`src/mem_stage_config.svh`:
```
//////////////////////////////////////////////////////////////////////
// sizing of the memory stage and its data memory
// include wherever word width, memory depth or access latency is
// needed; the package holds the types and opcodes
//////////////////////////////////////////////////////////////////////
`ifndef MEM_STAGE_CONFIG_SVH
`define MEM_STAGE_CONFIG_SVH

// data, address and instruction word width
`define DATA_W 16

// data memory depth in 16-bit words
// byte address bits 8..1 select the word
`define DMEM_WORDS 256

// cycles from request to done, 1 means no stall at all
`define DMEM_LATENCY 4

`endif
```
`src/mem_pkg.sv`:
```
//////////////////////////////////////////////////////////////////////
// shared types of the memory stage
// opcode constants and the two views of an instruction word,
// referenced by scoped name from the stage and the dest decoder
//////////////////////////////////////////////////////////////////////
`default_nettype none

package mem_pkg;

   // memory opcodes, bits 15..11 of the instruction
   localparam logic [4:0] OP_ST   = 5'b10000;
   localparam logic [4:0] OP_LD   = 5'b10001;
   localparam logic [4:0] OP_STU  = 5'b10011;

   // immediate loads, these write the register in bits 10..8
   localparam logic [4:0] OP_LBI  = 5'b11000;
   localparam logic [4:0] OP_SLBI = 5'b10010;

   // i-format: opcode, rs, rd, 5-bit immediate
   typedef struct packed {
      logic [4:0] opcode;
      logic [2:0] rs;
      logic [2:0] rd;
      logic [4:0] imm;
   } i_form_t;

   // r-format: opcode, rs, rt, rd, 2-bit function
   typedef struct packed {
      logic [4:0] opcode;
      logic [2:0] rs;
      logic [2:0] rt;
      logic [2:0] rd;
      logic [1:0] func;
   } r_form_t;

   // one word, decoded either way
   typedef union packed {
      i_form_t i_form;
      r_form_t r_form;
   } instr_u;

endpackage

`default_nettype wire

```
`src/dmem_if.sv`:
```
//////////////////////////////////////////////////////////////////////
// access path between the memory stage and the data memory
// stage side drives the request, memory side answers with
// read data, done pulse, stall level and the odd-address error
//////////////////////////////////////////////////////////////////////
`timescale 1ns/1ps
`default_nettype none

`include "mem_stage_config.svh"

interface dmem_if (
   input logic clk
);

   // request, from the stage
   logic [`DATA_W-1:0] addr;
   logic [`DATA_W-1:0] wdata;
   logic               rd;
   logic               wr;

   // response, from the memory
   logic [`DATA_W-1:0] rdata;
   logic               done;
   logic               stall;
   logic               err;

   modport stage (input clk, output addr, wdata, rd, wr, input rdata, done, stall, err);
   modport mem   (input clk, input addr, wdata, rd, wr, output rdata, done, stall, err);

endinterface

`default_nettype wire

```
`src/mem_top.sv`:
```
//////////////////////////////////////////////////////////////////////
// memory stage subsystem top level
// joins the stage, the stalling data memory and the destination
// decoder; everything outside is plain ports
//////////////////////////////////////////////////////////////////////
`timescale 1ns/1ps
`default_nettype none

`include "mem_stage_config.svh"

module mem_top (
   input  logic               clk,
   input  logic               rst_n,
   input  logic [`DATA_W-1:0] instr,
   input  logic [`DATA_W-1:0] pc_inc,
   input  logic [`DATA_W-1:0] b_in,
   input  logic [`DATA_W-1:0] alu_res,
   input  logic [`DATA_W-1:0] rt_data,
   input  logic               reg_wr,
   input  logic               align_err,
   output logic [`DATA_W-1:0] instr_out,
   output logic [`DATA_W-1:0] pc_inc_out,
   output logic [`DATA_W-1:0] b_out,
   output logic [`DATA_W-1:0] alu_out,
   output logic [`DATA_W-1:0] rdata_out,
   output logic               reg_wr_out,
   output logic               err_out,
   output logic [2:0]         xm_rd,
   output logic               mem_stall
);

   // stage to memory access path
   dmem_if dmem_bus (.clk(clk));

   mem_stage i_stage (
      .clk        (clk),
      .rst_n      (rst_n),
      .instr      (instr),
      .pc_inc     (pc_inc),
      .b_in       (b_in),
      .alu_res    (alu_res),
      .rt_data    (rt_data),
      .reg_wr     (reg_wr),
      .align_err  (align_err),
      .dmem       (dmem_bus.stage),
      .instr_out  (instr_out),
      .pc_inc_out (pc_inc_out),
      .b_out      (b_out),
      .alu_out    (alu_out),
      .rdata_out  (rdata_out),
      .reg_wr_out (reg_wr_out),
      .err_out    (err_out),
      .mem_stall  (mem_stall)
   );

   stall_dmem i_dmem (
      .clk   (clk),
      .rst_n (rst_n),
      .dmem  (dmem_bus.mem)
   );

   // decoded off the incoming word, zero latency
   dest_decode i_dest (
      .instr (instr),
      .dest  (xm_rd)
   );

endmodule

`default_nettype wire

```
`src/mem_stage.sv`:
```
//////////////////////////////////////////////////////////////////////
// memory stage of the 5-stage pipeline
// decodes ld / st / stu, issues the data memory request and holds
// the x/m to m/w pipeline registers frozen while memory stalls
// mem_stall goes back to earlier stages as the only back-pressure
//////////////////////////////////////////////////////////////////////
`timescale 1ns/1ps
`default_nettype none

`include "mem_stage_config.svh"

module mem_stage (
   input  logic               clk,
   input  logic               rst_n,
   input  logic [`DATA_W-1:0] instr,
   input  logic [`DATA_W-1:0] pc_inc,
   input  logic [`DATA_W-1:0] b_in,
   input  logic [`DATA_W-1:0] alu_res,
   input  logic [`DATA_W-1:0] rt_data,
   input  logic               reg_wr,
   input  logic               align_err,
   dmem_if.stage              dmem,
   output logic [`DATA_W-1:0] instr_out,
   output logic [`DATA_W-1:0] pc_inc_out,
   output logic [`DATA_W-1:0] b_out,
   output logic [`DATA_W-1:0] alu_out,
   output logic [`DATA_W-1:0] rdata_out,
   output logic               reg_wr_out,
   output logic               err_out,
   output logic               mem_stall
);

   logic [4:0] opcode;

   assign opcode = instr[`DATA_W-1 -: 5];

   //////////////////////////////////////////////////////////////////////
   // request generation
   //////////////////////////////////////////////////////////////////////

   // stores, plain and update form
   assign dmem.wr = (opcode == mem_pkg::OP_ST) || (opcode == mem_pkg::OP_STU);
   assign dmem.rd = (opcode == mem_pkg::OP_LD);

   // address from execute, store data always rt
   assign dmem.addr  = alu_res;
   assign dmem.wdata = rt_data;

   assign mem_stall = dmem.stall;

   //////////////////////////////////////////////////////////////////////
   // pipeline registers, load whenever memory is not stalling
   //////////////////////////////////////////////////////////////////////
   always_ff @(posedge clk) begin
      if (!rst_n) begin
         instr_out  <= '0;
         pc_inc_out <= '0;
         b_out      <= '0;
         alu_out    <= '0;
         rdata_out  <= '0;
         reg_wr_out <= 1'b0;
         err_out    <= 1'b0;
      end else if (!dmem.stall) begin
         instr_out  <= instr;
         pc_inc_out <= pc_inc;
         b_out      <= b_in;
         alu_out    <= alu_res;
         rdata_out  <= dmem.rdata;
         reg_wr_out <= reg_wr;
         // misalignment from execute or odd address seen by memory
         err_out    <= align_err | dmem.err;
      end
   end

endmodule

`default_nettype wire

```
`src/dest_decode.sv`:
```
//////////////////////////////////////////////////////////////////////
// write-back destination register decoder
// purely combinational, feeds the hazard logic in the same cycle
//////////////////////////////////////////////////////////////////////
`timescale 1ns/1ps
`default_nettype none

module dest_decode (
   input  mem_pkg::instr_u instr,
   output logic [2:0]      dest
);

   logic [4:0] opcode;

   assign opcode = instr.i_form.opcode;

   // priority order matters, lbi also starts with 11
   always_comb begin
      if ((opcode == mem_pkg::OP_LBI) || (opcode == mem_pkg::OP_SLBI) ||
          (opcode == mem_pkg::OP_STU)) begin
         // immediate loads and store-update write rs
         dest = instr.r_form.rs;
      end else if (opcode[4:3] == 2'b11) begin
         // r-format alu ops
         dest = instr.r_form.rd;
      end else if (opcode[4:1] == 4'b0011) begin
         // jal / jalr link into r7
         dest = 3'd7;
      end else begin
         // i-format default
         dest = instr.i_form.rd;
      end
   end

endmodule

`default_nettype wire

```
`src/stall_dmem.sv`:
```
//////////////////////////////////////////////////////////////////////
// word-addressed data memory with a fixed multi-cycle access
// stall is high from the request up to the cycle before done,
// done pulses once with the read word, writes land on done
// odd byte addresses flag err with done and do not write
//////////////////////////////////////////////////////////////////////
`timescale 1ns/1ps
`default_nettype none

`include "mem_stage_config.svh"

module stall_dmem (
   input logic   clk,
   input logic   rst_n,
   dmem_if.mem   dmem
);

   // word index width, the byte address drops bit 0
   localparam int AW = $clog2(`DMEM_WORDS);
   // counter only has to reach latency-1
   localparam int CNT_W = (`DMEM_LATENCY > 2) ? $clog2(`DMEM_LATENCY) : 1;
   localparam logic [CNT_W-1:0] LAST_CNT = CNT_W'(`DMEM_LATENCY - 1);

   logic [`DATA_W-1:0] mem [`DMEM_WORDS];

   logic             busy;
   logic [CNT_W-1:0] cnt;
   logic             start;
   logic             last;
   logic [AW-1:0]    idx;

   assign idx = dmem.addr[AW:1];

   // new access only while idle
   assign start = !busy && (dmem.rd || dmem.wr);

   // final cycle of the access
   // single-cycle memory finishes in the request cycle
   assign last = (`DMEM_LATENCY == 1) ? start : (busy && (cnt == LAST_CNT));

   assign dmem.done  = last;
   assign dmem.stall = (start || busy) && !last;
   assign dmem.err   = last && dmem.addr[0];
   assign dmem.rdata = (last && dmem.rd) ? mem[idx] : '0;

   //////////////////////////////////////////////////////////////////////
   // access sequencing
   //////////////////////////////////////////////////////////////////////
   always_ff @(posedge clk) begin
      if (!rst_n) begin
         busy <= 1'b0;
         cnt  <= '0;
      end else if (start && !last) begin
         // request cycle counts as cycle 0
         busy <= 1'b1;
         cnt  <= CNT_W'(1);
      end else if (busy) begin
         if (last) begin
            busy <= 1'b0;
         end else begin
            cnt <= cnt + 1'b1;
         end
      end
   end

   // write in the done cycle, even addresses only
   always_ff @(posedge clk) begin
      if (last && dmem.wr && !dmem.addr[0]) begin
         mem[idx] <= dmem.wdata;
      end
   end

   //////////////////////////////////////////////////////////////////////
   // checks
   //////////////////////////////////////////////////////////////////////

   // one done per access, back-to-back only possible at latency 1
   a_done_pulse : assert property (@(posedge clk) disable iff (!rst_n)
      ((`DMEM_LATENCY > 1) && dmem.done) |=> !dmem.done);

   // upstream holds its request while the access runs
   a_addr_hold : assert property (@(posedge clk) disable iff (!rst_n)
      busy |-> $stable(dmem.addr));

endmodule

`default_nettype wire

```
`config.mk`:
```
export PLATFORM = sky130hd
export DESIGN_NAME = mem_top
export DESIGN_NICKNAME = d
export VERILOG_FILES = /design/src/mem_pkg.sv /design/src/dmem_if.sv /design/src/mem_top.sv /design/src/mem_stage.sv /design/src/dest_decode.sv /design/src/stall_dmem.sv
export VERILOG_INCLUDE_DIRS = /design/src
export SDC_FILE = /design/constraint.sdc
export NUM_CORES = 2
export LEC_CHECK = 0
export BUFFER_PORTS_ARGS = -buffer_cell sky130_fd_sc_hd__buf_4
export CORE_MARGIN = 3
export CORE_UTILIZATION = 40
export CTS_BUF_LIST = sky130_fd_sc_hd__clkbuf_16
export CTS_CLUSTER_DIAMETER = 150
export DETAILED_ROUTE_END_ITERATION = 8
export MAX_ROUTING_LAYER = met4
export PLACE_DENSITY = 0.59
export SETUP_SLACK_MARGIN = 0.05
export SYNTH_ARGS = -nofsm -noshare
export SYNTH_HDL_FRONTEND = slang
export SYNTH_SLANG_ARGS = --single-unit
```
`constraint.sdc`:
```
create_clock -name clk -period 7.6 [get_ports clk]
set_clock_uncertainty 0.05 [all_clocks]
set_input_delay 1.52 -clock clk [delete_from_list [all_inputs] [get_ports clk]]
set_output_delay 1.52 -clock clk [all_outputs]
set_load 0.03 [all_outputs]
```
Word-level counts from Yosys, hierarchy flattened
Memory sizes are Yosys's and may differ from the RTL's.
Cells that the tools add are included.
{"block": "totals", "out_inout_bits": 86, "mem_bits_rw": 4096, "romBits": 0, "inputBits": 84, "mem_count": 1, "elab_cells": 56, "regBits": 85, "latch_bits": 0}
{"name": "i_dmem.mem", "words": 256, "width": 16, "rd": 1, "rd_clocked_by_memory_dff": 0, "wr": 1, "line": "stall_dmem.sv:24", "rtl": "logic [`DATA_W-1:0] mem [`DMEM_WORDS];"}
{"block": "op_classes", "shifts": 0, "div": 0, "magnitude_cmp": 0, "muxes": 12, "n_mul": 0, "bitwise": 3, "reduce_logical": 20, "add_sub_neg": 1, "n_eq_ne": 9}
{"cell": "$eq A5 B5 Y1 const B", "count": 5}
{"cell": "$mux W16", "count": 1}
{"cell": "$mux W3", "count": 3}
{"cell": "$logic_and A1 B1 Y1", "count": 8}
{"cell": "$mux W1", "count": 8}
{"cell": "$logic_or A1 B1 Y1", "count": 5}
{"cell": "$eq A2 B2 Y1 const B", "count": 2}
{"cell": "$eq A4 B2 Y1 const B", "count": 1}
{"cell": "$reduce_and A2 Y1", "count": 2}
{"cell": "$logic_not A1 Y1", "count": 3}
{"cell": "$add A2 B1 Y2 const B", "count": 1}
{"cell": "$ne A2 B2 Y1 const B", "count": 1}
{"cell": "$not A1 Y1", "count": 2}
{"cell": "$reduce_bool A2 Y1", "count": 1}
{"cell": "$reduce_or A2 Y1", "count": 1}
{"cell": "$or A1 B1 Y1", "count": 1}

Depth between registers and ports, before layout
{"block": "logic_depth", "ltp_word": 7, "ltp_mapped": 13, "mapped_depth_nobuf": 8}

Hierarchy
A second synthesis with hierarchy kept.
{"block": "unflattened", "hier_cells": 7595, "area_unflattened_um2": 160798.0}
{"module": "stall_dmem", "cells_each": 7279, "area_each_um2": 157290.9, "seq_area_each_um2": 123058.0, "n_inst": 1}
{"module": "mem_stage", "cells_each": 301, "area_each_um2": 3382.0, "seq_area_each_um2": 1641.6, "n_inst": 1}
{"module": "dest_decode", "cells_each": 15, "area_each_um2": 125.1, "seq_area_each_um2": 0.0, "n_inst": 1}

Worst setup path before layout
No wires, ideal clock.
{"block": "synth_path", "path_kind": "input-to-output", "startpoint": "input instr[13]", "endpoint": "output mem_stall", "arrival_ps": 2837, "n_path_buf": 1, "stages": 5, "required_ps": 6030, "setup_slack_ps": 3193, "path_cell_list": "or3b_1 > nor3_1 > nor2_1 > inv_2 > clkbuf_1"}
{"block": "synth_between", "elab_chain_len": 6, "word_cells_on_any_way": 8, "classes_between": "3 x eq/ne; 5 x reduce/logical"}
{"element": "from (decl)", "line": "mem_top.sv:14", "rtl": "input logic [`DATA_W-1:0] instr,"}
{"element": "$eq A5 B5 Y1", "line": "mem_stage.sv:42", "rtl": "assign dmem.wr = (opcode == mem_pkg::OP_ST) || (opcode == mem_pkg::OP_STU);"}
{"element": "$logic_or A1 B1 Y1", "line": "mem_stage.sv:42"}
{"element": "$logic_or A1 B1 Y1 (*)", "line": "stall_dmem.sv:35", "rtl": "assign start = !busy && (dmem.rd || dmem.wr);"}
{"element": "$logic_and A1 B1 Y1 (*)", "line": "stall_dmem.sv:35"}
{"element": "$logic_or A1 B1 Y1 (*)", "line": "stall_dmem.sv:42", "rtl": "assign dmem.stall = (start || busy) && !last;"}
{"element": "$logic_and A1 B1 Y1 (*)", "line": "stall_dmem.sv:42"}
{"element": "to (decl)", "line": "mem_top.sv:29", "rtl": "output logic mem_stall"}
Mark *: on every way between the ends. The rest lies on a longest branch, timed or not.

Worst setup path after layout
{"block": "layout_path", "startpoint": "input alu_res[2]", "endpoint": "register i_stage.rdata_out[11]"}
{"block": "layout_between", "elab_chain_len": 2}
{"element": "from (decl)", "line": "mem_top.sv:17", "rtl": "input logic [`DATA_W-1:0] alu_res,"}
{"element": "$mem_v2 Z256 W16"}
{"element": "$mux W16", "line": "stall_dmem.sv:44", "rtl": "assign dmem.rdata = (last && dmem.rd) ? mem[idx] : '0;"}
{"element": "to (signal assigned)", "line": "mem_stage.sv:68", "rtl": "rdata_out <= dmem.rdata;"}
{"element": "to (decl)", "line": "mem_stage.sv:27", "rtl": "output logic [`DATA_W-1:0] rdata_out,"}
Every way passes these cells.
A chain may end at the register's enable or synchronous reset.

==> results.yml <==
outcome:
  status: "finished, final reports clean"
floorplan:
  coreArea_sq_um: 400000
  io-pin-count: 170
  fp.dieArea_sq_um: 409000
  start_util_pct: 40.2
  rows: 232
  die_h_um: 640
  die_width_um: 640
power:
  p_total_mw: 48.1
  pwr_density_cell_nw_per_um2: 261
  power.leakage_nw: 60.3
  vdd_ir_drop_max_mv: 0.217
worst_setup_path:
  r2r-start: "i_dmem.cnt[0]$_SDFFE_PN0P_"
  arrival_ns: 6.31
  critical_path_class: "in -> reg"
  reg2reg_slack_ns: 3.49
  crit_fanout: 116
  reg2regPathDepth: 9
  timing.rr.end: "i_dmem.mem[255][2]$_DFFE_PP_"
  start_kind: "primary input"
  crit_required_ns: 8.38
  crit_path_end_kind: "register"
synthesis:
  synth.distinct_cells: 54
  syn_inst: 7833
  yosysWarnings: 0
  synth_area_leaders: "edfxtp_1 77%, mux4_2 9.3%, mux2i_1 5.5%"
  synth_area_sq_um: 161000
  synth_top_area_share_pct: 76.5
  yosys.area.top_type: "edfxtp_1"
  yosysSeqAreaShare_pct: 77.6
  synth-edff-count: 4096
  synth_ff_type: "edfxtp_1"
  syn-num-nets: 7918
  synthArstFlopShare_pct: 0
  synth.avg_cell_area_sq_um: 20.5
  synth_seq_cells: 4181
sta:
  relSlewSlack_pct: 4.14
  final-setup-viol-count: 0
  tns_ns: 0
  final_hold_viol_count: 0
  fmax_ghz: 0.181
  fin_crit_sh_pct: 72.8
  rsz0062_at_grt: "no"
  tightest_slew_ns: 1.43
  fin_crit_ns: 5.53
  drv_slew: 0
global_route:
  grt.busiest_layer: "met2"
  use_met1_pct: 29.4
  antenna_found_initial: 16
  grt_pass1_vias: 80100
  grt_max_degree: 206
  grt_overflow: 0
  grtUsageTotal_pct: 21.3
  use_met3_pct: 3.11
  grt_pass1_wl_um: 612000
  use_met2_pct: 33.1
cts:
  post_cts_buffers: 0
  tritoncts: "yes"
  numCtsBuffers: 424
  clock_latency_ns: 0.96
  clockBufferDepth: 4
  clk_pin_slew_ns: 0.06
  cts_sinks: 4181
  root_buffer: "clkbuf_16"
  h-tree-depth: 5
  ctsResizeCount: 0
  hold_buffers: 0
cells_and_area:
  multi_input_area_sq_um: 33700
  final_common_cell: "edfxtp_1"
  nFillCells: 33100
  final_cell_mix: "4,096 x edfxtp_1, 878 x mux2i_1, 666 x mux4_2"
  layout.nets: 8486
  syn_to_final_growth_pct: 14.4
  ff_latch_area_sq_um: 125000
  drive_gt1_share_pct: 21.7
placed_design:
  port-buffer-count: 169
  routabilityCongestion: 0.922
  place_hpwl_um: 255000
worst_hold_path:
  min_path_cells: 2
  hold_path_end: "i_stage.pc_inc_out[3]$_SDFFE_PN0N_"
  hold_path_class: "reg -> reg"
  hp-start: "i_stage.pc_inc_out[3]$_SDFFE_PN0N_"
drt:
  num_vias: 81000
  ant_nets: 0
  drt_first_pass_iters: 5
  drc: 0
  drtIter0Drc: 9759
  drt_wl_total_um: 432000
  post_drt_wl_per_cell_um: 30.8
  drt-vias-per-instance: 5.78
flow_run:
  maxCapViolCount: 0
==> layer usage <==
layer | vias to the layer above | wire, um | part of all wire, %
met5 | - | 0 | 0
met4 | 0 | 14300 | 3.3
met3 | 644 | 32900 | 7.6
met2 | 3498 | 206000 | 48
met1 | 43100 | 178000 | 41
li1 | 33800 | - | -
==> metrics by stage <==
step           hold slack, ns  utilization, %  area (sq um)  setup WS, ns  cells
6_report                0.412            46.0        184000          2.07  14000
2_1_floorplan           0.458               -        161000          3.19   7833
3_5_place_dp            0.409            42.6        170000          1.10  13200
3_3_place_gp            0.403            42.6        170000          1.06  13200
4_1_cts                 0.417            46.0        184000          2.13  14000
5_1_grt                 0.441            46.0        184000          2.08  14000
==> cell type report <==
class	count	area share, %
multi-input combinational	3174	18.3
sequential	4181	67.8
antenna	8	0.0109
clock inverter	354	1.56
clock buffer	430	5.85
tap	5265	3.58
inverter	2	0.00544
timing repair buffer	618	2.84
==> state kept, by name, indices dropped and copies added, names as in the netlist <==
signal,count
i_stage.alu_out,16
i_stage.instr_out,16
i_dmem.mem,4096
i_stage.err_out,1
i_stage.reg_wr_out,1
i_dmem.cnt,2
i_dmem.busy,1
i_stage.pc_inc_out,16
i_stage.b_out,16
i_stage.rdata_out,16
==> logic make-up (layout without fill, tap and decap cells) <==
| group | after synthesis | in the layout | synth area share, % |
|---|---|---|---|
| AOI/OAI and AO/OA | 831 | 831 | 3.80 |
| xor gates and xnor gates | 1 | 1 | 0.00545 |
| adders and majority gates | 1 | 1 | 0.00779 |
| buffers and inverters | 478 | 1404 | 1.55 |
| DFF | 4181 | 4181 | 77.6 |
| muxes | 1545 | 1545 | 14.8 |
| other | 0 | 8 | 0 |
| and+or+nand+nor | 796 | 796 | 2.23 |
==> worst max-delay path, stage by stage <==
cell and delay (ns):
buf_16 0.50, buf_12 0.46, buf_4 0.48, mux2i_1 0.28
o22ai_1 0.11, nor4_1 0.63, nand2_1 0.12, a2111oi_0 0.83
a211o_1 0.29, a41oi_1 0.37, a211o_1 0.34
==> power breakdown <==
part | switching (mW) | internal (mW)
Combinational | 1.55 | 0.744
Sequential | 0.0152 | 25.3
Clock | 8.69 | 11.7
==> synthesized netlist by cell type (17+ instances only) <==
cell and number:
a211o_1 32, mux2i_1 878, a32oi_1 30, a22o_1 32, a22oi_1 304, nor4_1 48
nor2_1 330, nor3_1 20, edfxtp_1 4096, mux4_2 666, buf_1 25, buf_4 53
clkbuf_1 161, a21boi_0 64, buf_6 31, and3_1 33, dfxtp_1 85, nand3_1 120
nand2_1 186, nand4_1 17, o22ai_1 234, a21oi_1 22, buf_2 205
==> worst max path at each step <==
stage	slack, ns	from	to
4_1_cts	2.13	alu_res[2]	i_stage.rdata_out[11]$_SDFFE_PN0N_
2_1_floorplan	3.19	instr[13]	mem_stall
5_1_grt	2.08	alu_res[2]	i_stage.rdata_out[11]$_SDFFE_PN0N_
6_report	2.07	alu_res[2]	i_stage.rdata_out[11]$_SDFFE_PN0N_
3_3_place_gp	1.06	alu_res[2]	i_stage.rdata_out[11]$_SDFFE_PN0N_
3_5_place_dp	1.10	alu_res[2]	i_stage.rdata_out[11]$_SDFFE_PN0N_
(Power assumes the default switching activity.)
